<file path="config.mk">
export PLATFORM = sky130hd
export DESIGN_NAME = t08_alu
export DESIGN_NICKNAME = d
export VERILOG_FILES = /design/src/t08_pkg.sv /design/src/t08_alu.sv
export SDC_FILE = /design/constraint.sdc
export NUM_CORES = 1
export LEC_CHECK = 0
export ABC_AREA = 0
export BUFFER_PORTS_ARGS = -buffer_cell sky130_fd_sc_hd__buf_2
export CORE_MARGIN = 5
export CORE_UTILIZATION = 50
export DETAILED_ROUTE_END_ITERATION = 10
export PLACE_DENSITY = 0.74
export SLEW_MARGIN = 20
export SYNTH_ARGS = -nofsm -noshare
export SYNTH_HDL_FRONTEND = slang
export SYNTH_SLANG_ARGS = --single-unit
</file>
<file path="constraint.sdc">
create_clock -name vclk -period 4.79
set_input_delay 0.479 -clock vclk [all_inputs]
set_output_delay 0.479 -clock vclk [all_outputs]
set_load 0.01 [all_outputs]
</file>
<file path="src/t08_pkg.sv">
`default_nettype none

package t08_pkg;

    localparam int xlen = 32;
    localparam int mem_words = 256;

    // APB register map, memory words sit below addr_ctrl
    localparam logic [11:0] addr_ctrl = 12'h400;
    localparam logic [11:0] addr_status = 12'h404;

    localparam logic [6:0] op_rtype = 7'b0110011;
    localparam logic [6:0] op_itype = 7'b0010011;
    localparam logic [6:0] op_load = 7'b0000011;
    localparam logic [6:0] op_store = 7'b0100011;
    localparam logic [6:0] op_branch = 7'b1100011;
    localparam logic [6:0] op_jal = 7'b1101111;
    localparam logic [6:0] op_system = 7'b1110011;

    localparam logic [2:0] f3_add_sub = 3'b000;
    localparam logic [2:0] f3_slt = 3'b010;
    localparam logic [2:0] f3_xor = 3'b100;
    localparam logic [2:0] f3_or = 3'b110;
    localparam logic [2:0] f3_and = 3'b111;
    localparam logic [6:0] f7_sub = 7'b0100000;

    localparam logic [2:0] alu_add = 3'd0;
    localparam logic [2:0] alu_sub = 3'd1;
    localparam logic [2:0] alu_and = 3'd2;
    localparam logic [2:0] alu_or = 3'd3;
    localparam logic [2:0] alu_xor = 3'd4;
    localparam logic [2:0] alu_slt = 3'd5;

    // Register file write-back sources
    localparam logic [1:0] wb_mem = 2'b00;
    localparam logic [1:0] wb_pc = 2'b01;
    localparam logic [1:0] wb_alu = 2'b10;

    localparam logic [2:0] st_idle = 3'd0;
    localparam logic [2:0] st_fetch = 3'd1;
    localparam logic [2:0] st_decode = 3'd2;
    localparam logic [2:0] st_execute = 3'd3;
    localparam logic [2:0] st_memory = 3'd4;
    localparam logic [2:0] st_writeback = 3'd5;

    typedef union packed {
        logic [31:0] word;
        struct packed {
            logic [6:0] funct7;
            logic [4:0] rs2, rs1;
            logic [2:0] funct3;
            logic [4:0] rd;
            logic [6:0] opcode;
        } r;
        struct packed {
            logic [11:0] imm;
            logic [4:0] rs1;
            logic [2:0] funct3;
            logic [4:0] rd;
            logic [6:0] opcode;
        } i;
        struct packed {
            logic [6:0] imm_hi;
            logic [4:0] rs2, rs1;
            logic [2:0] funct3;
            logic [4:0] imm_lo;
            logic [6:0] opcode;
        } s;
        struct packed {
            logic imm12;
            logic [5:0] imm10_5;
            logic [4:0] rs2, rs1;
            logic [2:0] funct3;
            logic [3:0] imm4_1;
            logic imm11;
            logic [6:0] opcode;
        } b;
        struct packed {
            logic imm20;
            logic [9:0] imm10_1;
            logic imm11;
            logic [7:0] imm19_12;
            logic [4:0] rd;
            logic [6:0] opcode;
        } j;
    } t08_instr_t;

endpackage

`default_nettype wire
</file>
<file path="src/t08_alu.sv">
`default_nettype none

module t08_alu (
    input  logic [t08_pkg::xlen-1:0] operand_a, operand_b,
    input  logic [2:0] alu_op,
    output logic [t08_pkg::xlen-1:0] alu_result,
    output logic zero
);
    import t08_pkg::*;

    logic [xlen-1:0] diff;

    assign diff = operand_a - operand_b;
    assign zero = (diff == '0); // Equal operands, used by BEQ

    always_comb begin
        case (alu_op)
            alu_add: alu_result = operand_a + operand_b;
            alu_sub: alu_result = diff;
            alu_and: alu_result = operand_a & operand_b;
            alu_or: alu_result = operand_a | operand_b;
            alu_xor: alu_result = operand_a ^ operand_b;
            alu_slt: alu_result = xlen'($signed(operand_a) < $signed(operand_b)); // Signed compare
            default: alu_result = '0;
        endcase
    end

endmodule

`default_nettype wire

</file>
==> impl_metrics.env <==
export IMPL_highest_layer="met4"
export IMPL_wirelength_um=17710
export IMPL_port_buffers=100
export IMPL_pin_count=100
export IMPL_num_antenna_cells=0
export IMPL_placed_cells=1065
export IMPL_dieArea_mm2=0.01343
export IMPL_drc_errors=0
export IMPL_wl_per_cell_um=16.63
export IMPL_drive_above_1_share_pct=15.24
export IMPL_drt_iter0_markers=654
export IMPL_fmax_mhz=219.0
export IMPL_yosysSeqAreaShare_pct=0
export IMPL_grt_pass1_wl_um=28320
export IMPL_wl_met1_um=8010
export IMPL_drv_slew=0
export IMPL_tightest_slew_ps=1005
export IMPL_min_path_type="in -> out"
export IMPL_final_common_cell="ha_1"
export IMPL_min_path_cells=7
export IMPL_wl_met2_um=7906
export IMPL_nFillCells=1129
export IMPL_overflow=0
export IMPL_syn_nets=1028
export IMPL_seq_area_um2=0
export IMPL_cellPowerDensity_mw_per_mm2=131.1
export IMPL_die_y_um=115.9
export IMPL_end_kind="primary output"
export IMPL_via_per_inst=6.232
export IMPL_maxCapViolations=0
export IMPL_syn_area_per_cell_um2=6.550
export IMPL_stdcell_count=1065
export IMPL_cp_endpoint="zero"
export IMPL_rsz0062_at_grt="no"
export IMPL_crit_start="operand_a[1]"
export IMPL_wl_met3_um=1457
export IMPL_crit_type="in -> out"
export IMPL_fin_nets=1099
export IMPL_netlist_area_mm2=0.005607
export IMPL_yosysUniqueCellTypes=75
export IMPL_arrival_ps=4090
export IMPL_ys_warn_count=0
export IMPL_required_ps=4310
export IMPL_worstHoldStart="operand_a[8]"
export IMPL_grt_usage_pct=24.88
export IMPL_vdd_drop_max_uv=66.64
export IMPL_setup_violations=0
export IMPL_cp_start_kind="input pin"
export IMPL_post_route_period_util_pct=95.34
export IMPL_status="finished clean"
export IMPL_leakagePower_nw=2.986
export IMPL_yosysTopAreaCellShare_pct=22.99
export IMPL_drtPass1Iterations=5
export IMPL_worstPathMaxFanout=8
export IMPL_num_vias=6637
export IMPL_chipWidth_um=115.9
export IMPL_ant_nets=0
export IMPL_hpwl_um=13970
export IMPL_synth_cells=856
export IMPL_grt_max_degree=60
export IMPL_gp_congestion=0.9720
export IMPL_setup_tns_ps=0
export IMPL_layout_common_cells="ha_1, buf_2, inv_1"
export IMPL_relSlewSlack_pct=32.81
export IMPL_num_rows=38
export IMPL_hold_viol=0
export IMPL_grt_pass1_vias=5943
export IMPL_cts_repair_resized=0
export IMPL_seq_cell_count=0
export IMPL_hold_slack_ps=1567
export IMPL_synth_largest_area_cell="ha_1"
export IMPL_syn_to_final_growth_pct=11.11
export IMPL_fp_coreArea_mm2=0.01094
export IMPL_min_period_ps=4567
export IMPL_synth_area_leaders="ha_1, a21oi_1, inv_1"
export IMPL_cts_setup_buffers=0
export IMPL_antenna_found_initial=0
export IMPL_ctsHoldBuffers=0
export IMPL_power_mw=0.8165
export IMPL_start_util_pct=51.27
export IMPL_clock_buffers=0
==> area by class of cell <==
| cell class | instances | area [um^2] | share of cell area, % |
|---|---|---|---|
| well taps | 140 | 175.2 | 2.812 |
| repair buffers | 121 | 658.1 | 10.56 |
| inverters | 97 | 364.1 | 5.845 |
| multi-input cells | 707 | 5032 | 80.78 |
==> logic make-up after synthesis <==
group / synth area share (%)
AO/OA/AOI/OAI: 37.14
AND/OR/NAND/NOR: 21.94
buffers and inverters: 10.24
adder cells (fa/ha/maj): 23.70
XOR/XNOR: 4.977
multiplexers: 2.009
==> synthesized netlist by cell type (5+ instances only) <==
cell	instances
a2111oi_0	5
a211oi_1	22
a21o_1	9
a21oi_1	80
a221o_1	8
a221oi_1	5
a22oi_1	10
a31oi_1	13
buf_1	10
buf_2	6
clkbuf_1	35
ha_1	103
inv_1	93
mux2i_1	9
nand2_1	56
nand2b_1	12
nand3_1	18
nand4_1	11
nor2_1	87
nor2b_1	9
nor3_1	18
nor4_1	6
o211ai_1	10
o21a_1	5
o21ai_0	46
o21bai_1	12
o22ai_1	20
o31a_1	5
o31ai_1	11
o32a_1	9
or3_1	8
or4_1	5
xnor2_1	23
xor2_1	7
==> how the worst min path moves through the flow <==
stage | slack, ps | to
6_report | 1570 | alu_result[8]
5_1_grt | 1620 | alu_result[4]
4_1_cts | 1580 | alu_result[8]
3_5_place_dp | 1580 | alu_result[8]
3_3_place_gp | 1560 | alu_result[5]
2_1_floorplan | 1240 | alu_result[2]
==> power breakdown <==
group          switching [mW]  total (mW)  internal, mW
Combinational           0.493       0.817         0.324
Clock                       0           0             0
Sequential                  0           0             0
Total                   0.493       0.817         0.324
==> per-stage QoR <==
step / utilization, % / setup WS (ps) / instance area (um^2)
2_1_floorplan: - / 773.0 / 5607
5_1_grt: 56.97 / 20.87 / 6230
3_5_place_dp: 56.97 / 270.9 / 6230
6_report: 56.97 / 223.1 / 6230
3_3_place_gp: 56.97 / 326.4 / 6230
4_1_cts: 56.97 / 258.1 / 6230
==> per-layer routing <==
layer / track usage [%] / vias up
met5: 0 / -
met4: 6.342 / 0
met3: 1.514 / 33
met2: 41.62 / 298
met1: 34.79 / 3061
li1: - / 3245
==> worst max-delay path, cell delays in order <==
cell and delay, ps:
buf_2 130, inv_1 80, ha_1 350, nor2_1 90, o311ai_2 540, a21oi_1 150
or4b_1 490, a22oi_1 200, nand4_1 100, or4_1 540, nor4_2 260, nand4_1 130
nor4_2 360, buf_2 200
Note: power is estimated with default switching activity, not from simulation.
