$ cat config.mk
export PLATFORM = sky130hd
export DESIGN_NAME = t08_registers
export DESIGN_NICKNAME = d
export VERILOG_FILES = /design/src/t08_pkg.sv /design/src/t08_registers.sv
export SDC_FILE = /design/constraint.sdc
export NUM_CORES = 2
export LEC_CHECK = 0
export BUFFER_PORTS_ARGS = -buffer_cell sky130_fd_sc_hd__buf_4
export CAP_MARGIN = 20
export CORE_MARGIN = 3
export CORE_UTILIZATION = 50
export CTS_BUF_LIST = sky130_fd_sc_hd__clkbuf_4
export CTS_CLUSTER_DIAMETER = 200
export DETAILED_ROUTE_END_ITERATION = 8
export PLACE_DENSITY_LB_ADDON = 0.05
export SLEW_MARGIN = 30
export SYNTH_ARGS = -nofsm -noshare
export SYNTH_HDL_FRONTEND = slang
export SYNTH_SLANG_ARGS = --single-unit
$ cat constraint.sdc
create_clock -name clk -period 2.6 [get_ports clk]
set_input_delay 0.26 -clock clk [delete_from_list [all_inputs] [get_ports clk]]
set_output_delay 0.26 -clock clk [all_outputs]
set_load 0.005 [all_outputs]
$ cat src/t08_pkg.sv
`default_nettype none

package t08_pkg;

    localparam int xlen = 32;
    localparam int mem_words = 256;

    // APB register map, memory words sit below addr_ctrl
    localparam logic [11:0] addr_ctrl = 12'h400;
    localparam logic [11:0] addr_status = 12'h404;

    localparam logic [6:0] op_rtype = 7'b0110011;
    localparam logic [6:0] op_itype = 7'b0010011;
    localparam logic [6:0] op_load = 7'b0000011;
    localparam logic [6:0] op_store = 7'b0100011;
    localparam logic [6:0] op_branch = 7'b1100011;
    localparam logic [6:0] op_jal = 7'b1101111;
    localparam logic [6:0] op_system = 7'b1110011;

    localparam logic [2:0] f3_add_sub = 3'b000;
    localparam logic [2:0] f3_slt = 3'b010;
    localparam logic [2:0] f3_xor = 3'b100;
    localparam logic [2:0] f3_or = 3'b110;
    localparam logic [2:0] f3_and = 3'b111;
    localparam logic [6:0] f7_sub = 7'b0100000;

    localparam logic [2:0] alu_add = 3'd0;
    localparam logic [2:0] alu_sub = 3'd1;
    localparam logic [2:0] alu_and = 3'd2;
    localparam logic [2:0] alu_or = 3'd3;
    localparam logic [2:0] alu_xor = 3'd4;
    localparam logic [2:0] alu_slt = 3'd5;

    // Register file write-back sources
    localparam logic [1:0] wb_mem = 2'b00;
    localparam logic [1:0] wb_pc = 2'b01;
    localparam logic [1:0] wb_alu = 2'b10;

    localparam logic [2:0] st_idle = 3'd0;
    localparam logic [2:0] st_fetch = 3'd1;
    localparam logic [2:0] st_decode = 3'd2;
    localparam logic [2:0] st_execute = 3'd3;
    localparam logic [2:0] st_memory = 3'd4;
    localparam logic [2:0] st_writeback = 3'd5;

    typedef union packed {
        logic [31:0] word;
        struct packed {
            logic [6:0] funct7;
            logic [4:0] rs2, rs1;
            logic [2:0] funct3;
            logic [4:0] rd;
            logic [6:0] opcode;
        } r;
        struct packed {
            logic [11:0] imm;
            logic [4:0] rs1;
            logic [2:0] funct3;
            logic [4:0] rd;
            logic [6:0] opcode;
        } i;
        struct packed {
            logic [6:0] imm_hi;
            logic [4:0] rs2, rs1;
            logic [2:0] funct3;
            logic [4:0] imm_lo;
            logic [6:0] opcode;
        } s;
        struct packed {
            logic imm12;
            logic [5:0] imm10_5;
            logic [4:0] rs2, rs1;
            logic [2:0] funct3;
            logic [3:0] imm4_1;
            logic imm11;
            logic [6:0] opcode;
        } b;
        struct packed {
            logic imm20;
            logic [9:0] imm10_1;
            logic imm11;
            logic [7:0] imm19_12;
            logic [4:0] rd;
            logic [6:0] opcode;
        } j;
    } t08_instr_t;

endpackage

`default_nettype wire
$ cat src/t08_registers.sv
`default_nettype none

module t08_registers (
    input  logic clk, nRst,
    input  logic [4:0] address_r1, address_r2, address_rd,
    input  logic [t08_pkg::xlen-1:0] data_in_frommemory,
    input  logic [t08_pkg::xlen-1:0] data_in_frominstructionfetch,
    input  logic [t08_pkg::xlen-1:0] data_in_fromalu,
    input  logic [1:0] data_in_control, // Write-back source select
    input  logic en_read_1, en_read_2, en_write,
    output logic [t08_pkg::xlen-1:0] data_out_r1, data_out_r2
);
    import t08_pkg::*;

    logic [xlen-1:0] data [32];
    logic [xlen-1:0] data_in;

    always_comb begin
        case (data_in_control)
            wb_mem: data_in = data_in_frommemory;
            wb_pc: data_in = data_in_frominstructionfetch; // JAL link value
            wb_alu: data_in = data_in_fromalu;
            default: data_in = '0;
        endcase
    end

    always_ff @(posedge clk, negedge nRst) begin
        if (!nRst) begin
            data_out_r1 <= '0;
            data_out_r2 <= '0;
            for (int i = 0; i < 32; i++) begin
                data[i] <= '0;
            end
        end else begin
            if (en_read_1) begin
                data_out_r1 <= data[address_r1]; // Held while enable is low
            end
            if (en_read_2) begin
                data_out_r2 <= data[address_r2];
            end
            if (en_write && address_rd != 5'd0) begin // x0 stays zero
                data[address_rd] <= data_in;
            end
        end
    end

endmodule

`default_nettype wire

==> results.md <==
- Gate Count Post-Synth: 5752
- Clk pin slew, worst setup/hold paths: approximately 0.070 ns
- Met1 Usage GRT: 0.472
- Resize count post-CTS: 0
- DRT Pass-1 Iters: 5
- WL/cell: approximately 26 um
- Final setup TNS: 0 ns
- Post-synth EDFFs: 0
- Final Instance Area: 66000 um^2
- Worst hold path class: input port to flop
- TritonCTS clock tree: yes
- Number of DRC markers in iteration 0: between 4k and 5k
- Tmin final: around 2.3 ns
- Status: finished clean
- Least-Margin Pin Slew: slightly above 0.9 ns
- Via density: 6.05
- Vias in the first global route: around 47k
- Antenna viol nets, final: 0
- Yosys top cell area share: 0.485
- CTS H-tree depth: 5
- Setup violators final: 0
- Met3 Resource Use GR: 0.0682
- CP max FO: 22
- Post-route DRC: 0
- Hold path startpoint: en_read_2
- Leading post-synthesis cells by cell area: dfrtp_1 (49%), mux2i_1 (19%), a21oi_1 (6.8%), a22oi_1 (6.8%), o21ai_0 (4.5%)
- Wirelength, routed: about 200 mm
- Largest net degree at the start of global routing: ~90
- Worst setup EP type: flop
- Initial core utilization: 0.506
- PwrDens: 741 nW/um^2
- Core area: around 110000 um^2
- Met2 global-route usage: 0.537
- Pleak: 30.9 nW
- Initial antenna violation count: 2
- Die X: about 340 um
- RSZ-0062 raised after global routing: no
- Req. time, crit path: ~3.7 ns
- Primary FF master, synth: dfrtp_1
- Num Clock Sinks: 1088
- Syn nets: 5870
- Post-DP HPWL: ~120 mm
- Worst skew pair latency: roughly 1.2 ns
- Final Wtd Congestion: roughly 0.85
- Via count: about 47k
- Fin. Hold Viols: 0
- Synth Register Bits: between 1k and 1.5k
- Setup Fix Bufs, Post-CTS: 0
- Post-synth top area cell: dfrtp_1
- Ys async rst share: 1.00
- Root Buffer: clkbuf_4
- Most common cell after layout, fill and taps aside: dfrtp_1
- Register Area: around 27000 um^2
- DIE AREA: 116000 um^2
- Slew Viols, Final: 0
- Register area share after synthesis: 0.485
- Layout cells sized above 1: 0.183
- CP Class: input port to flop
- Mapped Avg Cell Area: slightly below 10 um^2
- Setup Skew: 0.0720 ns
- Gr busiest metal: met2
- Die height: 341 um
- Distinct cells, synth: 27
- Area after DPL: around 60000 um^2
- Slew HR: 0.390
- Flop2flop setup slack: approximately 0.48 ns
- I/O pins: between 150 and 200
- Most frequent cells in the layout: dfrtp_1 (1088), mux2i_1 (1056), a21oi_1 (736), nor2_1 (514), nand2_1 (514)
- Gr usage total: 0.343
- Number of buffers created by CTS: 317
- Fillers: between 9k and 10k
- Area of the multi-input gates: roughly 27000 um^2
- Setup crit start: address_rd[2]
- Crit share post-route: 0.898
- Global-route wire length before repair: 299 mm
- R2R Path Start: data[331]$_DFFE_PN0P_
- Max Cap Viol: 0
- Peak VDD IR: between 400 and 500 uV
- Total gr overflow: 0
- Worst Path Arrival: around 3.4 ns
- IO Port Bufs: 181
- Nature of the critical path startpoint: input port
- NumNets Final: 6213
- Clock buffer depth: 4
- Ys Warns: 0
- Achievable Freq: 428 MHz
- Area Overhead vs Synth: 17.6%
- Mapped Area: 56100 um^2
- Cell Rows: ~120
==> cell families after synthesis <==
group,after synthesis,share of synthesized area
compound gates,1792,0.183
simple gates,1156,0.0819
mux,1120,0.201
flops,1088,0.485
buf+inv,596,0.0490
==> per-layer routing <==
layer | wire (um) | vias up
met5 | 0 | -
met4 | 7350 | 0
met3 | 15600 | 449
met2 | 91900 | 2014
met1 | 86900 | 23300
li1 | - | 21400
==> per-stage QoR <==
stage                     instances  hold WS [ns]  power (mW)  worst slack (ns)  utilization
final                          7803         0.174        48.9             0.264        0.595
after global routing           7803         0.100        51.9             0.237        0.595
after CTS                      7798        0.0267        49.2             0.400        0.595
after detailed placement       7169         0.283        33.1             0.211        0.552
after global placement         7169         0.280        32.7             0.218        0.552
after floorplan                5752       -0.0356        29.4             0.885            -
==> Yosys cell counts (12+ instances only) <==
master and number:
buf_6 21, nor2b_1 12, a22oi_1 512, a21oi_1 768, nor2_1 522, nand2_1 529
buf_2 94, buf_4 63, mux2_2 64, mux2i_1 1056, o21ai_0 501, buf_1 31
clkbuf_1 387, nor4_1 64, dfrtp_1 1088
==> final timing paths <==
| path | endpoint | cells past startpoint |
|---|---|---|
| setup / recovery | data[326]$_DFFE_PN0P_ | 10 |
| hold / removal | data_out_r2[4]$_DFFE_PN0P_ | 3 |
| hold reg to reg | data[1006]$_DFFE_PN0P_ | 0 |
| min in group asynchronous | data[487]$_DFFE_PN0P_ | 4 |
| max in group asynchronous | data_out_r2[26]$_DFFE_PN0P_ | 6 |
| setup reg to reg | data_out_r1[11]$_DFFE_PN0P_ | 7 |
==> registers in the layout, indices dropped and copies added (netlist names) <==
signal and flops:
data_out_r1 32, data 1024, data_out_r2 32
==> timing repair <==
item / CTS / global route
hold buffers: 95 / 0
hold endpoints to repair: 2144 / 0
setup endpoints to repair: 0 / 0
==> cell type report <==
| type | count | share of cell area |
|---|---|---|
| multi-input cells | 4068 | 0.402 |
| repair buffers | 620 | 0.0990 |
| well taps | 1488 | 0.0282 |
| clock buffers | 467 | 0.0531 |
| diodes | 5 | 0.000190 |
| flip-flops and latches | 1088 | 0.412 |
| clock inverters | 67 | 0.00476 |
==> report_power, final <==
group	leakage, nW	total [mW]	internal [mW]	switching [mW]
registers	13.8	22.9	20.3	2.59
clock network	2.31	15.8	8.36	7.42
logic	14.8	10.2	4.78	5.46
==> worst max-delay path, stage by stage <==
cell and delay, ns:
dlygate4sd3_1 0.53, buf_4 0.15, nor2b_1 0.30, nand3_1 0.13, dlygate4sd3_1 0.69, nor2_4 0.10, dlygate4sd3_1 0.62, buf_4 0.39
nor2_1 0.08, a21oi_1 0.12
Power figures use the tool's default switching activity.
