$ cat config.mk
export PLATFORM = sky130hd
export DESIGN_NAME = t08_control_fsm
export DESIGN_NICKNAME = d
export VERILOG_FILES = /design/src/t08_pkg.sv /design/src/t08_control_fsm.sv
export SDC_FILE = /design/constraint.sdc
export NUM_CORES = 1
export LEC_CHECK = 0
export BUFFER_PORTS_ARGS = -buffer_cell sky130_fd_sc_hd__buf_2
export CORE_MARGIN = 1.5
export CORE_UTILIZATION = 41
export CTS_CLUSTER_SIZE = 16
export DETAILED_ROUTE_END_ITERATION = 10
export PLACE_DENSITY = 0.74
export SLEW_MARGIN = 20
export SYNTH_ARGS = -nofsm -noshare
export SYNTH_HDL_FRONTEND = slang
export SYNTH_SLANG_ARGS = --single-unit
$ cat constraint.sdc
create_clock -name clk -period 1.8 [get_ports clk]
set_input_delay 0.54 -clock clk [delete_from_list [all_inputs] [get_ports clk]]
set_output_delay 0.54 -clock clk [all_outputs]
set_load 0.1 [all_outputs]
$ cat src/t08_pkg.sv
`default_nettype none

package t08_pkg;

    localparam int xlen = 32;
    localparam int mem_words = 256;

    // APB register map, memory words sit below addr_ctrl
    localparam logic [11:0] addr_ctrl = 12'h400;
    localparam logic [11:0] addr_status = 12'h404;

    localparam logic [6:0] op_rtype = 7'b0110011;
    localparam logic [6:0] op_itype = 7'b0010011;
    localparam logic [6:0] op_load = 7'b0000011;
    localparam logic [6:0] op_store = 7'b0100011;
    localparam logic [6:0] op_branch = 7'b1100011;
    localparam logic [6:0] op_jal = 7'b1101111;
    localparam logic [6:0] op_system = 7'b1110011;

    localparam logic [2:0] f3_add_sub = 3'b000;
    localparam logic [2:0] f3_slt = 3'b010;
    localparam logic [2:0] f3_xor = 3'b100;
    localparam logic [2:0] f3_or = 3'b110;
    localparam logic [2:0] f3_and = 3'b111;
    localparam logic [6:0] f7_sub = 7'b0100000;

    localparam logic [2:0] alu_add = 3'd0;
    localparam logic [2:0] alu_sub = 3'd1;
    localparam logic [2:0] alu_and = 3'd2;
    localparam logic [2:0] alu_or = 3'd3;
    localparam logic [2:0] alu_xor = 3'd4;
    localparam logic [2:0] alu_slt = 3'd5;

    // Register file write-back sources
    localparam logic [1:0] wb_mem = 2'b00;
    localparam logic [1:0] wb_pc = 2'b01;
    localparam logic [1:0] wb_alu = 2'b10;

    localparam logic [2:0] st_idle = 3'd0;
    localparam logic [2:0] st_fetch = 3'd1;
    localparam logic [2:0] st_decode = 3'd2;
    localparam logic [2:0] st_execute = 3'd3;
    localparam logic [2:0] st_memory = 3'd4;
    localparam logic [2:0] st_writeback = 3'd5;

    typedef union packed {
        logic [31:0] word;
        struct packed {
            logic [6:0] funct7;
            logic [4:0] rs2, rs1;
            logic [2:0] funct3;
            logic [4:0] rd;
            logic [6:0] opcode;
        } r;
        struct packed {
            logic [11:0] imm;
            logic [4:0] rs1;
            logic [2:0] funct3;
            logic [4:0] rd;
            logic [6:0] opcode;
        } i;
        struct packed {
            logic [6:0] imm_hi;
            logic [4:0] rs2, rs1;
            logic [2:0] funct3;
            logic [4:0] imm_lo;
            logic [6:0] opcode;
        } s;
        struct packed {
            logic imm12;
            logic [5:0] imm10_5;
            logic [4:0] rs2, rs1;
            logic [2:0] funct3;
            logic [3:0] imm4_1;
            logic imm11;
            logic [6:0] opcode;
        } b;
        struct packed {
            logic imm20;
            logic [9:0] imm10_1;
            logic imm11;
            logic [7:0] imm19_12;
            logic [4:0] rd;
            logic [6:0] opcode;
        } j;
    } t08_instr_t;

endpackage

`default_nettype wire
$ cat src/t08_control_fsm.sv
`default_nettype none

module t08_control_fsm (
    input  logic clk, nRst,
    input  logic start,
    input  logic [t08_pkg::xlen-1:0] mem_rdata,
    input  logic alu_zero,
    output logic mem_read, mem_write, mem_sel_alu,
    output logic [4:0] address_r1, address_r2, address_rd,
    output logic en_read_1, en_read_2, en_write,
    output logic [1:0] wb_sel,
    output logic [2:0] alu_op,
    output logic alu_use_imm,
    output logic [t08_pkg::xlen-1:0] imm,
    output logic pc_step, pc_branch, pc_jump,
    output logic running, halt
);
    import t08_pkg::*;

    logic [2:0] state, state_next;
    t08_instr_t instr_q, instr_cur;
    logic [6:0] opcode;

    // Register reads in decode take their addresses straight from the fetched word
    assign instr_cur = (state == st_decode) ? mem_rdata : instr_q;
    assign opcode = instr_q.r.opcode;

    assign address_r1 = instr_cur.r.rs1;
    assign address_r2 = instr_cur.r.rs2;
    assign address_rd = instr_q.r.rd;
    assign en_read_1 = (state == st_decode);
    assign en_read_2 = (state == st_decode);

    assign alu_use_imm = (opcode == op_itype) || (opcode == op_load) || (opcode == op_store);

    always_comb begin
        case (opcode)
            op_store: imm = {{20{instr_q.s.imm_hi[6]}}, instr_q.s.imm_hi, instr_q.s.imm_lo};
            op_branch: imm = {{19{instr_q.b.imm12}}, instr_q.b.imm12, instr_q.b.imm11,
                              instr_q.b.imm10_5, instr_q.b.imm4_1, 1'b0};
            op_jal: imm = {{11{instr_q.j.imm20}}, instr_q.j.imm20, instr_q.j.imm19_12,
                           instr_q.j.imm11, instr_q.j.imm10_1, 1'b0};
            default: imm = {{20{instr_q.i.imm[11]}}, instr_q.i.imm}; // I format
        endcase
    end

    always_comb begin
        alu_op = alu_add; // Address and ADDI arithmetic
        if (opcode == op_branch) begin
            alu_op = alu_sub;
        end else if (opcode == op_rtype || opcode == op_itype) begin
            case (instr_q.r.funct3)
                f3_add_sub: begin
                    if (opcode == op_rtype && instr_q.r.funct7 == f7_sub) begin
                        alu_op = alu_sub;
                    end
                end
                f3_slt: alu_op = alu_slt;
                f3_xor: alu_op = alu_xor;
                f3_or: alu_op = alu_or;
                f3_and: alu_op = alu_and;
                default: alu_op = alu_add;
            endcase
        end
    end

    always_comb begin
        case (opcode)
            op_load: wb_sel = wb_mem;
            op_jal: wb_sel = wb_pc;
            default: wb_sel = wb_alu;
        endcase
    end

    always_comb begin
        mem_read = 1'b0;
        mem_write = 1'b0;
        mem_sel_alu = 1'b0;
        en_write = 1'b0;
        pc_step = 1'b0;
        pc_branch = 1'b0;
        pc_jump = 1'b0;
        halt = 1'b0;
        state_next = state;
        case (state)
            st_idle: begin
                if (start) begin
                    state_next = st_fetch;
                end
            end
            st_fetch: begin
                mem_read = 1'b1; // Address from PC
                state_next = st_decode;
            end
            st_decode: state_next = st_execute;
            st_execute: begin
                case (opcode)
                    op_rtype, op_itype, op_jal: state_next = st_writeback;
                    op_load, op_store: state_next = st_memory;
                    op_branch: begin
                        pc_branch = alu_zero;
                        pc_step = !alu_zero;
                        state_next = st_fetch;
                    end
                    op_system: begin
                        halt = 1'b1; // ECALL
                        state_next = st_idle;
                    end
                    default: begin
                        halt = 1'b1; // Unknown opcode also stops the core
                        state_next = st_idle;
                    end
                endcase
            end
            st_memory: begin
                mem_sel_alu = 1'b1;
                mem_read = (opcode == op_load);
                mem_write = (opcode == op_store);
                pc_step = (opcode == op_store);
                state_next = (opcode == op_store) ? st_fetch : st_writeback;
            end
            st_writeback: begin
                en_write = 1'b1;
                pc_jump = (opcode == op_jal);
                pc_step = (opcode != op_jal);
                state_next = st_fetch;
            end
            default: state_next = st_idle;
        endcase
    end

    always_ff @(posedge clk, negedge nRst) begin
        if (!nRst) begin
            state <= st_idle;
            running <= 1'b0;
            instr_q <= '0;
        end else begin
            state <= state_next;
            if (start) begin
                running <= 1'b1;
            end else if (halt) begin
                running <= 1'b0;
            end
            if (state == st_decode) begin
                instr_q <= mem_rdata; // Instruction latch
            end
        end
    end

endmodule

`default_nettype wire

==> out/qor.yml <==
async_flop_share: 1.000
synth-edff-count: 0
start_util: 0.4376
gp_congestion: 0.8421
die_area_sq_um: 5200
grt-ovfl-total: 0
synth.yosys.seq_area_share: 0.4601
setup_viol: 40
grt_pass1_vias: 2099
synth_cell_types: 38
synth-seq-cells: 36
drt_pass1_iterations: 4
ctsHoldBuffers: 0
final_max_slew_viol_count: 0
placedInstanceArea_sq_um: 3551
yosysWarnings: 0
top_level_ports: 100
wl_per_cell_um: 25.06
area_growth_pct: 107.7
violations: "setup timing"
relSlewSlack: 0.6587
post-place-ws_ns: -0.2885
fin_crit_sh: 1.361
drt_wl_total_mm: 8.820
whs_ns: 0.1653
rr_startpoint: "state[2]$_DFFE_PN0P_"
cts_tree: "yes"
synthCells: 166
end_kind: "output port"
crit_fanout: 3
hold_viol: 0
cts-root-buf: "clkbuf_8"
rsz0062_at_grt: "true"
fillers: 148
drv_cap: 0
drc_errors: 0
worst_pin_slew_ns: 0.5156
synth_fp_nets: 202
fmax_mhz: 408.2
clk_latency_ns: 0.30
avgSynthCellArea_sq_um: 11.80
r2r_cells: 6
worstPathArrival_ns: 1.91
cts_buffer_depth: 2
status: "complete, but fails checks"
portBuffers: 99
finalCriticalPeriod_ns: 2.450
fin_util: 0.9088
dominantRegCellSynth: "dfrtp_1"
grt_usage: 0.3403
path_clk_slew_ns: 0.08
reg2reg_setup_slack_ns: 0.01
final_nets: 336
num_vias: 1980
rows: 24
die_w_um: 72.11
via_per_inst: 5.625
coreArea_sq_um: 4474
h-tree-depth: 2
stdcell_area_sq_um: 4066
skew_ns: 0.01441
crit_required_ns: 1.26
antenna_found_initial: 0
syn-cell-area_sq_um: 1958
cp-startpoint: "instr_q[4]$_DFFE_PN0P_"
startpoint_type: "register"
critical_path_class: "register to output port"
cts_sinks: 36
cts_buffers: 5
fp.dieH_um: 72.11
detail-route-antenna-nets: 0
reg2reg_to: "instr_q[4]$_DFFE_PN0P_"
drt_iter0_drc: 113
insertedDiodeCount: 0
hpwl_mm: 4.756
crit_end: "imm[13]"
grt_pass1_wl_mm: 12.61
grt_max_degree: 23
worstHoldPathType: "primary input to asynchronous set/reset pin"
drive_above_1_share: 0.8033
setup_slack_ns: -0.6498
[cell families (layout without fill, tap and decap cells)]
kind of cell           count (synthesis)  after routing  share of synthesized area
AO/OA/AOI/OAI                         21             21                    0.07860
XOR/XNOR                               3              3                    0.01342
buffers and inverters                 35            169                     0.1265
flip-flops                            36             36                     0.4601
multiplexers                          36             36                     0.2064
AND/OR/NAND/NOR                       35             35                     0.1150
[area by class of cell]
| cell class | count | area (sq um) | share of cell area |
|---|---|---|---|
| clock buffers | 7 | 96.34 | 0.02369 |
| inverters | 5 | 25.02 | 0.006154 |
| multi-input cells | 95 | 1120 | 0.2754 |
| flip-flops and latches | 36 | 908.4 | 0.2234 |
| well taps | 52 | 65.06 | 0.01600 |
| repair buffers | 157 | 1852 | 0.4554 |
[cell usage after synthesis (all sizes together) (2+ instances only)]
library cell	number	share of area
dfrtp	36	0.46
mux2	35	0.20
buf	30	0.12
a21o	9	0.035
nor2	7	0.013
nand2	6	0.012
inv	5	0.0096
and3	3	0.0096
nand3b	3	0.012
xnor2	3	0.013
a21oi	2	0.0051
and4b	2	0.012
nand3	2	0.0051
nor2b	2	0.0077
o21ai	2	0.0051
[worst min-delay path by stage]
stage / slack, ns / endpoint / startpoint
after floorplan: 0.24 / instr_q[0]$_DFFE_PN0P_ / nRst
after global placement: 0.48 / running$_DFFE_PN0P_ / nRst
after detailed placement: 0.48 / running$_DFFE_PN0P_ / nRst
after CTS: 0.14 / running$_DFFE_PN0P_ / nRst
after global routing: 0.18 / running$_DFFE_PN0P_ / nRst
final: 0.17 / running$_DFFE_PN0P_ / nRst
[state kept, by name, indices dropped and copies added, names as in the netlist]
name	flops
running	1
instr_q	32
state	3
[routing by layer]
| metal | vias to the layer above | routed length, um | track usage |
|---|---|---|---|
| li1 | 834 | - | - |
| met1 | 976 | 3190 | 0.4043 |
| met5 | - | 0 | 0 |
| met3 | 47 | 559 | 0.08889 |
| met4 | 0 | 566 | 0.1803 |
| met2 | 123 | 4505 | 0.5669 |
[placed cells by master (no fill, tap or decap), types with 2 or more instances in the layout]
cell | Yosys | layout
buf_6 | 1 | 18
buf_8 | 0 | 2
mux2_1 | 2 | 2
buf_2 | 0 | 47
a21o_4 | 0 | 9
nor2_1 | 7 | 4
mux2_2 | 33 | 19
mux2_4 | 0 | 14
buf_12 | 0 | 55
and3_4 | 0 | 3
a21oi_4 | 0 | 2
xnor2_1 | 3 | 2
buf_4 | 29 | 34
dfrtp_2 | 0 | 6
nor2_4 | 0 | 3
nand2_1 | 6 | 4
inv_1 | 5 | 2
nand3b_1 | 3 | 3
clkbuf_8 | 0 | 7
o21ai_0 | 2 | 2
dfrtp_1 | 36 | 30
[worst max-delay path, stage by stage, from the launching register on]
cell and delay, ns:
dfrtp_2 0.41, and4b_4 0.33, and4_4 0.29, nor2b_4 0.07, buf_4 0.15, a21o_4 0.20
buf_12 0.16
[timing repair]
action | in CTS | in global routing
resized for setup | 65 | 11
cloned | 1 | 0
buffers inserted | 12 | 9
endpoints found under the setup margin | 52 | 56
pin swaps | 8 | 6
[through the flow]
step,std cells,setup TNS (ns)
2_1_floorplan,166,-11.83
4_1_cts,346,-19.22
5_1_grt,352,-22.68
6_report,352,-21.31
3_5_place_dp,326,-7.484
3_3_place_gp,326,-6.414
Power is left out: the tool's default activity adds up to more than one toggle a clock period on the data nets, which glitch-free logic cannot reach.
