File: src/t08_pkg.sv
`default_nettype none

package t08_pkg;

    localparam int xlen = 32;
    localparam int mem_words = 256;

    // APB register map, memory words sit below addr_ctrl
    localparam logic [11:0] addr_ctrl = 12'h400;
    localparam logic [11:0] addr_status = 12'h404;

    localparam logic [6:0] op_rtype = 7'b0110011;
    localparam logic [6:0] op_itype = 7'b0010011;
    localparam logic [6:0] op_load = 7'b0000011;
    localparam logic [6:0] op_store = 7'b0100011;
    localparam logic [6:0] op_branch = 7'b1100011;
    localparam logic [6:0] op_jal = 7'b1101111;
    localparam logic [6:0] op_system = 7'b1110011;

    localparam logic [2:0] f3_add_sub = 3'b000;
    localparam logic [2:0] f3_slt = 3'b010;
    localparam logic [2:0] f3_xor = 3'b100;
    localparam logic [2:0] f3_or = 3'b110;
    localparam logic [2:0] f3_and = 3'b111;
    localparam logic [6:0] f7_sub = 7'b0100000;

    localparam logic [2:0] alu_add = 3'd0;
    localparam logic [2:0] alu_sub = 3'd1;
    localparam logic [2:0] alu_and = 3'd2;
    localparam logic [2:0] alu_or = 3'd3;
    localparam logic [2:0] alu_xor = 3'd4;
    localparam logic [2:0] alu_slt = 3'd5;

    // Register file write-back sources
    localparam logic [1:0] wb_mem = 2'b00;
    localparam logic [1:0] wb_pc = 2'b01;
    localparam logic [1:0] wb_alu = 2'b10;

    localparam logic [2:0] st_idle = 3'd0;
    localparam logic [2:0] st_fetch = 3'd1;
    localparam logic [2:0] st_decode = 3'd2;
    localparam logic [2:0] st_execute = 3'd3;
    localparam logic [2:0] st_memory = 3'd4;
    localparam logic [2:0] st_writeback = 3'd5;

    typedef union packed {
        logic [31:0] word;
        struct packed {
            logic [6:0] funct7;
            logic [4:0] rs2, rs1;
            logic [2:0] funct3;
            logic [4:0] rd;
            logic [6:0] opcode;
        } r;
        struct packed {
            logic [11:0] imm;
            logic [4:0] rs1;
            logic [2:0] funct3;
            logic [4:0] rd;
            logic [6:0] opcode;
        } i;
        struct packed {
            logic [6:0] imm_hi;
            logic [4:0] rs2, rs1;
            logic [2:0] funct3;
            logic [4:0] imm_lo;
            logic [6:0] opcode;
        } s;
        struct packed {
            logic imm12;
            logic [5:0] imm10_5;
            logic [4:0] rs2, rs1;
            logic [2:0] funct3;
            logic [3:0] imm4_1;
            logic imm11;
            logic [6:0] opcode;
        } b;
        struct packed {
            logic imm20;
            logic [9:0] imm10_1;
            logic imm11;
            logic [7:0] imm19_12;
            logic [4:0] rd;
            logic [6:0] opcode;
        } j;
    } t08_instr_t;

endpackage

`default_nettype wire
File: src/t08_program_counter.sv
`default_nettype none

module t08_program_counter (
    input  logic clk, nRst,
    input  logic start,
    input  logic pc_step, pc_branch, pc_jump,
    input  logic [t08_pkg::xlen-1:0] offset, // Already sign-extended
    output logic [t08_pkg::xlen-1:0] pc,
    output logic [t08_pkg::xlen-1:0] pc_next_seq
);
    import t08_pkg::*;

    assign pc_next_seq = pc + xlen'(4);

    always_ff @(posedge clk, negedge nRst) begin
        if (!nRst) begin
            pc <= '0;
        end else if (start) begin
            pc <= '0; // Every run begins at address 0
        end else if (pc_step) begin
            pc <= pc_next_seq;
        end else if (pc_branch || pc_jump) begin
            pc <= pc + offset;
        end
    end

endmodule

`default_nettype wire

File: config.mk
export PLATFORM = sky130hd
export DESIGN_NAME = t08_program_counter
export DESIGN_NICKNAME = d
export VERILOG_FILES = /design/src/t08_pkg.sv /design/src/t08_program_counter.sv
export SDC_FILE = /design/constraint.sdc
export NUM_CORES = 1
export LEC_CHECK = 0
export BUFFER_PORTS_ARGS = -buffer_cell sky130_fd_sc_hd__buf_2
export CAP_MARGIN = 20
export CORE_AREA = 2 2 117 119
export DETAILED_ROUTE_END_ITERATION = 6
export DIE_AREA = 0 0 119 121
export SYNTH_ARGS = -nofsm -noshare
export SYNTH_HDL_FRONTEND = slang
export SYNTH_SLANG_ARGS = --single-unit
File: constraint.sdc
create_clock -name clk -period 3.05 [get_ports clk]
set_input_delay 0.61 -clock clk [delete_from_list [all_inputs] [get_ports clk]]
set_output_delay 0.61 -clock clk [all_outputs]
set_load 0.02 [all_outputs]
==> key figures, run 1 <==
Status
  – Outcome: finished, final reports clean

Power
  – Peak VDD IR: 179.5 uV
  – Pwr dens: 447.3 nW/um^2
  – Leak pwr: 2.438 nW

Clock tree
  – Clk root buf: clkbuf_16
  – Num CTS Buffers: 5
  – H-Tree Depth: 2
  – CTS tree: built
  – Clock sink count: 32
  – Worst-Skew Late Latency: 0.28 ns
  – Longest Clk Path Bufs: 2
  – Clock Pin Slew Worst Setup and Hold Paths: 0.06 ns
  – Hold buffers post-CTS: 0

Routing
  – Via density: 5.408
  – Routed wire length: 13630 um
  – Drt first pass iters: 5
  – Via count: 4321
  – Uppermost layer routed: met4
  – Initial DRC count: 470
  – Wl on met1: 6124 um
  – Wire length on met3: 859 um
  – Antenna-violating nets left: 0
  – DR WL/cell: 17.06 um
  – Metal2 WL: 6406 um
  – Post-route DRC: 0

Floorplan
  – Starting density of the core: 29.31%
  – Die W: 119 um
  – Core Region: 13090 sq um
  – IO Count: 102
  – Die area: 14400 sq um
  – # rows: 42
  – Die H: 121 um

Cells and area
  – Max reg flops: 32
  – Ant. Diodes: 0
  – Fraction of layout cells with a size suffix above 1: 27.77%
  – Final net count: 693
  – Final core utilization: 37.57%
  – Fin area: 4916 sq um
  – Largest reg by FF count: pc
  – Biggest regs: pc (32)
  – Syn-to-layout area delta: 28.19%

Critical path
  – Crit-path max FO: 6
  – Crit-path cells: ha_1, and3_1, nand4_1, buf_4, nor2_2, and4_1, xor2_1, buf_4, buf_2
  – Crit path required time: 2.44 ns
  – Crit-path slowest cell: dfrtp_2
  – CP startpoint: pc[2]
  – Arr. time, crit path: 2.33 ns
  – Most frequent CP cell: buf_4
  – Setup CP Type: reg -> out
  – Worst setup SP type: flop
  – Nature of the critical path endpoint: output port
  – Max incr delay on CP: 0.44 ns
  – Worst r2r src: pc[0]

Logic synthesis
  – Mapped Area: 3835 sq um
  – Area share of the largest cell type after synthesis: 20.88%
  – Top post-synthesis cells by count: a21oi_1 (57), nand2_1 (54), nor2_1 (43), o21ai_0 (40)
  – Sequential area share after synthesis: 20.88%
  – #FFs+latches synth: 32
  – Top cells by area, synth: dfrtp_1 (21%), ha_1 (10%), a21oi_1 (7.4%), xor2_1 (7.3%), xnor2_1 (5.7%)
  – Post-synth cell types: 62
  – Synth Area per Inst: 7.639 sq um
  – Synth Net Count: 573
  – FFs w/ async S/R, synth: 100.0%
  – Ys Warns: 0
  – Post-synth EDFFs: 0
  – Main synth FF type: dfrtp_1
  – Gate Count Post-Synth: 502
  – Synth area leader: dfrtp_1
  – Count leader, synth: a21oi_1

Placed design
  – Dpl ws: -0.09365 ns
  – Post-DP HPWL: 10580 um
  – RePlAce Congestion: 0.9027
  – Port buffer count: 101
  – Post-DP Area: 4718 sq um

STA
  – Setup TNS: 0 ns
  – Max Freq: 340.6 MHz
  – Min Hold Slack: 0.4130 ns
  – Rel. slew slack: 46.07%
  – Unrepaired setup endpoints after global routing: yes
  – Max Clock Skew: 0.004495 ns
  – Final setup margin: 0.1139 ns
  – Slew Viols, Final: 0
  – Final setup vio count: 0
  – Final-report hold violation count: 0
  – Tightest Pin Transition: 0.8090 ns
  – Fin crit share: 96.27%
  – Post-layout minimum cycle time: 2.936 ns

Global route
  – Vias in the first global route: 4148
  – First-pass GRT wire length: 21490 um
  – Largest net degree at the start of global routing: 33
  – Tot GR Track Use: 18.60%
  – Final global-route overflow total: 0
  – Antenna violations before repair: 0

Min path
  – Hold/Removal Path Class: in -> async

Run
  – Max-cap violations: 0
## layout make-up
class                   count  area, sq um
multi-input cells         431         2887
clock buffers               6        128.9
inverters                  13        48.80
flip-flops and latches     32        805.8
repair buffers            139        790.8
well taps                 176        220.2
clock inverters             2        35.03
fillers                  1382         8169
## what timing repair did
item / CTS / global route
buffers inserted: 0 / 1
setup endpoints to repair: 5 / 8
pin swaps: 0 / 1
hold endpoints to repair: 0 / 0
resized for setup: 2 / 8
## worst paths after layout
| kind | to | slack, ns | depth (start not counted) |
|---|---|---|---|
| worst min-delay path | pc[1] | 0.41 | 1 |
| worst max-delay path | pc_next_seq[16] | 0.11 | 9 |
| worst min register to register | pc[0] | 0.58 | 2 |
| max in group asynchronous | pc[9] | 2.07 | 1 |
| min in group clk | pc[0] | 0.58 | 2 |
| worst max register to register | pc[28] | 0.26 | 11 |
## critical path, delay by kind of cell (launching register included)
family | cells | cell delay (ns)
flops | 1 | 0.44
simple gates | 4 | 0.70
xor+xnor | 1 | 0.20
buf+inv | 3 | 0.52
fa+ha+maj | 1 | 0.19
## layer usage
layer,vias to the layer above,global-route usage [%]
li1,2069,-
met1,2052,24.95
met3,24,3.055
met2,176,30.89
met5,-,0
met4,0,5.208
## cells by family (layout without fill, tap and decap cells)
logic type      after synthesis  count (layout)  synth area share (%)
fa+ha+maj                    33              33                 10.96
flops                        32              32                 20.88
simple gates                167             167                 22.15
mux                           2               2                0.5220
compound gates              171             171                 27.63
xor+xnor                     58              58                 13.44
buf+inv                      39             160                 4.404
## metrics by stage
stage,cells,power [W]
finish,799,0.002199
CTS,798,0.002200
global placement,790,0.001588
floorplan,502,0.001244
detailed placement,790,0.001600
global route,799,0.002326
## report_power, final
group,switching (W),total (W),internal (W),leakage (nW)
sequential,0.0000937,0.000568,0.000474,0.418
combinational,0.000629,0.00105,0.000421,1.94
clock,0.000197,0.000581,0.000384,0.0808
## layout by cell type, fill, tap and decap left out, drive strengths merged, types with 6 or more instances in the layout
master / instances
o211ai: 8
dfrtp: 32
xor2: 33
nand2: 54
ha: 32
a21oi: 57
nor2: 45
nand3: 11
and3: 10
clkbuf: 6
a31oi: 10
a21o: 10
a211oi: 8
xnor2: 25
inv: 13
o21ai: 46
and4: 6
nand4: 10
nor3: 8
buf: 139
Note: power is estimated with default switching activity, not from simulation.
==> run 2, diff against run 1 <==
--- a/config.mk
+++ b/config.mk
@@ -10,6 +10,7 @@
 export CORE_AREA = 2 2 117 119
 export DETAILED_ROUTE_END_ITERATION = 6
 export DIE_AREA = 0 0 119 121
+export RECOVER_POWER = 25
 export SYNTH_ARGS = -nofsm -noshare
 export SYNTH_HDL_FRONTEND = slang
 export SYNTH_SLANG_ARGS = --single-unit
==> run 2 against run 1 <==
Against the previous run:
- the run now ends with max-capacitance violations, max-slew violations left
- sequential cell count unchanged
- total power about the same
- via count down 0.16%
- largest cell class unchanged
- sequential power about the same
- routed wire length about the same
- final cell count unchanged
- die area unchanged
- first-iteration DRC count unchanged
- global-route usage unchanged
- critical endpoint unchanged
- non-clock buffer count unchanged
- clock-buffer cell count unchanged
==> key figures, run 2 (same netlist as run 1, synthesis figures left out) <==
Status
  – Outcome: finished, violations left
  – Failing checks: max-capacitance violations, max-slew violations

Placed design
  – Post-DP HPWL: 10580 um
  – Port buffer count: 101
  – RePlAce Congestion: 0.9027

STA
  – Slew Viols, Final: 33
  – Max Clock Skew: 0.004270 ns
  – Setup TNS: 0 ns
  – Rel. slew slack: -30.14%
  – Final setup vio count: 0
  – Max Freq: 340.4 MHz
  – Min Hold Slack: 0.5813 ns
  – Post-layout minimum cycle time: 2.938 ns
  – Fin crit share: 96.33%
  – Unrepaired setup endpoints after global routing: yes
  – Tightest Pin Transition: 1.952 ns
  – Final-report hold violation count: 0

Cells and area
  – Max reg flops: 32
  – Largest reg by FF count: pc
  – Final core utilization: 37.56%
  – Commonest non-fill, non-tap cells in the layout: buf_2 (100), a21oi_1 (57), nand2_1 (54)
  – Ant. Diodes: 0
  – Layout fillers: 1380
  – Most common cell after layout, fill and taps aside: buf_2
  – Biggest regs: pc (32)
  – Fraction of layout cells with a size suffix above 1: 27.61%
  – Final net count: 693
  – Syn-to-layout area delta: 28.16%

Power
  – Peak VDD IR: 179.4 uV
  – Pwr dens: 447.4 nW/um^2
  – Leak pwr: 2.435 nW

Clock tree
  – Clock Pin Slew Worst Setup and Hold Paths: 0.06 ns
  – CTS tree: built
  – Clk root buf: clkbuf_16
  – Clock sink count: 32
  – H-Tree Depth: 2
  – Num CTS Buffers: 5
  – Worst-Skew Late Latency: 0.28 ns
  – Longest Clk Path Bufs: 2

Routing
  – Routed wire length: 13640 um
  – Via count: 4314
  – Antenna-violating nets left: 0
  – Post-route DRC: 0
  – Initial DRC count: 470
  – Via density: 5.399
  – Drt first pass iters: 5
  – DR WL/cell: 17.07 um

Min path
  – Hold/Removal Path Class: reg -> reg
  – Min-Delay Startpoint: pc[0]
  – Cells on Worst Hold Path: 2

Critical path
  – CP startpoint: pc[2]
  – Max incr delay on CP: 0.44 ns
  – Worst r2r src: pc[0]
  – Arr. time, crit path: 2.33 ns
  – Worst setup SP type: flop
  – Setup CP Type: reg -> out
  – Crit-path slowest cell: dfrtp_2
  – Nature of the critical path endpoint: output port
  – Most frequent CP cell: buf_4
  – FF-to-FF setup slack: 0.26 ns
  – R2r endpoint: pc[28]
  – Crit path required time: 2.44 ns
  – Crit-path max FO: 6
  – Crit-path cells: ha_1, and3_1, nand4_1, buf_4, nor2_2, and4_1, xor2_1, buf_4, buf_2
  – Worst R2R Path Depth: 11
  – CP Capture Point: pc_next_seq[16]

Floorplan
  – Die W: 119 um
  – Core Region: 13090 sq um
  – # rows: 42
  – Die area: 14400 sq um
  – IO Count: 102
  – Die H: 121 um
  – Starting density of the core: 29.31%

Global route
  – Largest net degree at the start of global routing: 33
  – Final global-route overflow total: 0
  – First-pass GRT wire length: 21490 um
  – Antenna violations before repair: 0
  – Vias in the first global route: 4148
  – Tot GR Track Use: 18.60%

Run
  – Max-cap violations: 1
run 2: worst max-delay path, delay by kind of cell (launching register included):
kind,cells,cell delay [ns]
AND/OR/NAND/NOR,4,0.69
XOR/XNOR,1,0.20
flip-flops,1,0.44
buffers and inverters,3,0.52
adder cells (fa/ha/maj),1,0.19
run 2: layer usage:
metal	GRT usage, %	vias to the layer above	share of wire (%)
li1	-	2069	-
met1	24.95	2050	45
met2	30.89	173	47
met3	3.055	22	6.5
met4	5.208	0	1.7
met5	0	-	0
run 2: worst min path at each step:
stage	slack [ns]	to
floorplan	0.31	pc[0]
global placement	0.57	pc[0]
detailed placement	0.58	pc[0]
CTS	0.45	pc[1]
global route	0.64	pc[0]
finish	0.58	pc[0]
run 2: report_power, final:
part	total, W	switching, W	internal, W
Clock	0.000581	0.000197	0.000384
Combinational	0.00105	0.000629	0.000421
Sequential	0.000568	0.0000937	0.000475
Total	0.00220	0.000919	0.00128
run 2: layout make-up:
cell class                      count  area [sq um]  share of cell area [%]
Inverter                           13         48.80                  0.9929
Sequential cell                    32         805.8                   16.40
Clock buffer                        6         128.9                   2.622
Clock inverter                      2         35.03                  0.7128
Multi-Input combinational cell    431          2887                   58.73
Tap cell                          176         220.2                   4.481
Timing Repair Buffer              139         789.5                   16.06
run 2: metrics by stage:
stage	power, W	worst slack (ns)	instance area [sq um]	instances
floorplan	0.001244	0.1928	3835	502
global placement	0.001588	-0.02247	4718	790
detailed placement	0.001600	-0.09365	4718	790
CTS	0.002200	0.03426	4888	798
global route	0.002325	-0.03113	4915	799
finish	0.002199	0.1119	4915	799
run 2: timing repair:
| action | in CTS | in global routing |
|---|---|---|
| setup buffers | 0 | 1 |
| hold buffers | 0 | 0 |
| pin swaps | 0 | 1 |
| endpoints found under the setup margin | 5 | 8 |
| gates resized for setup | 2 | 8 |
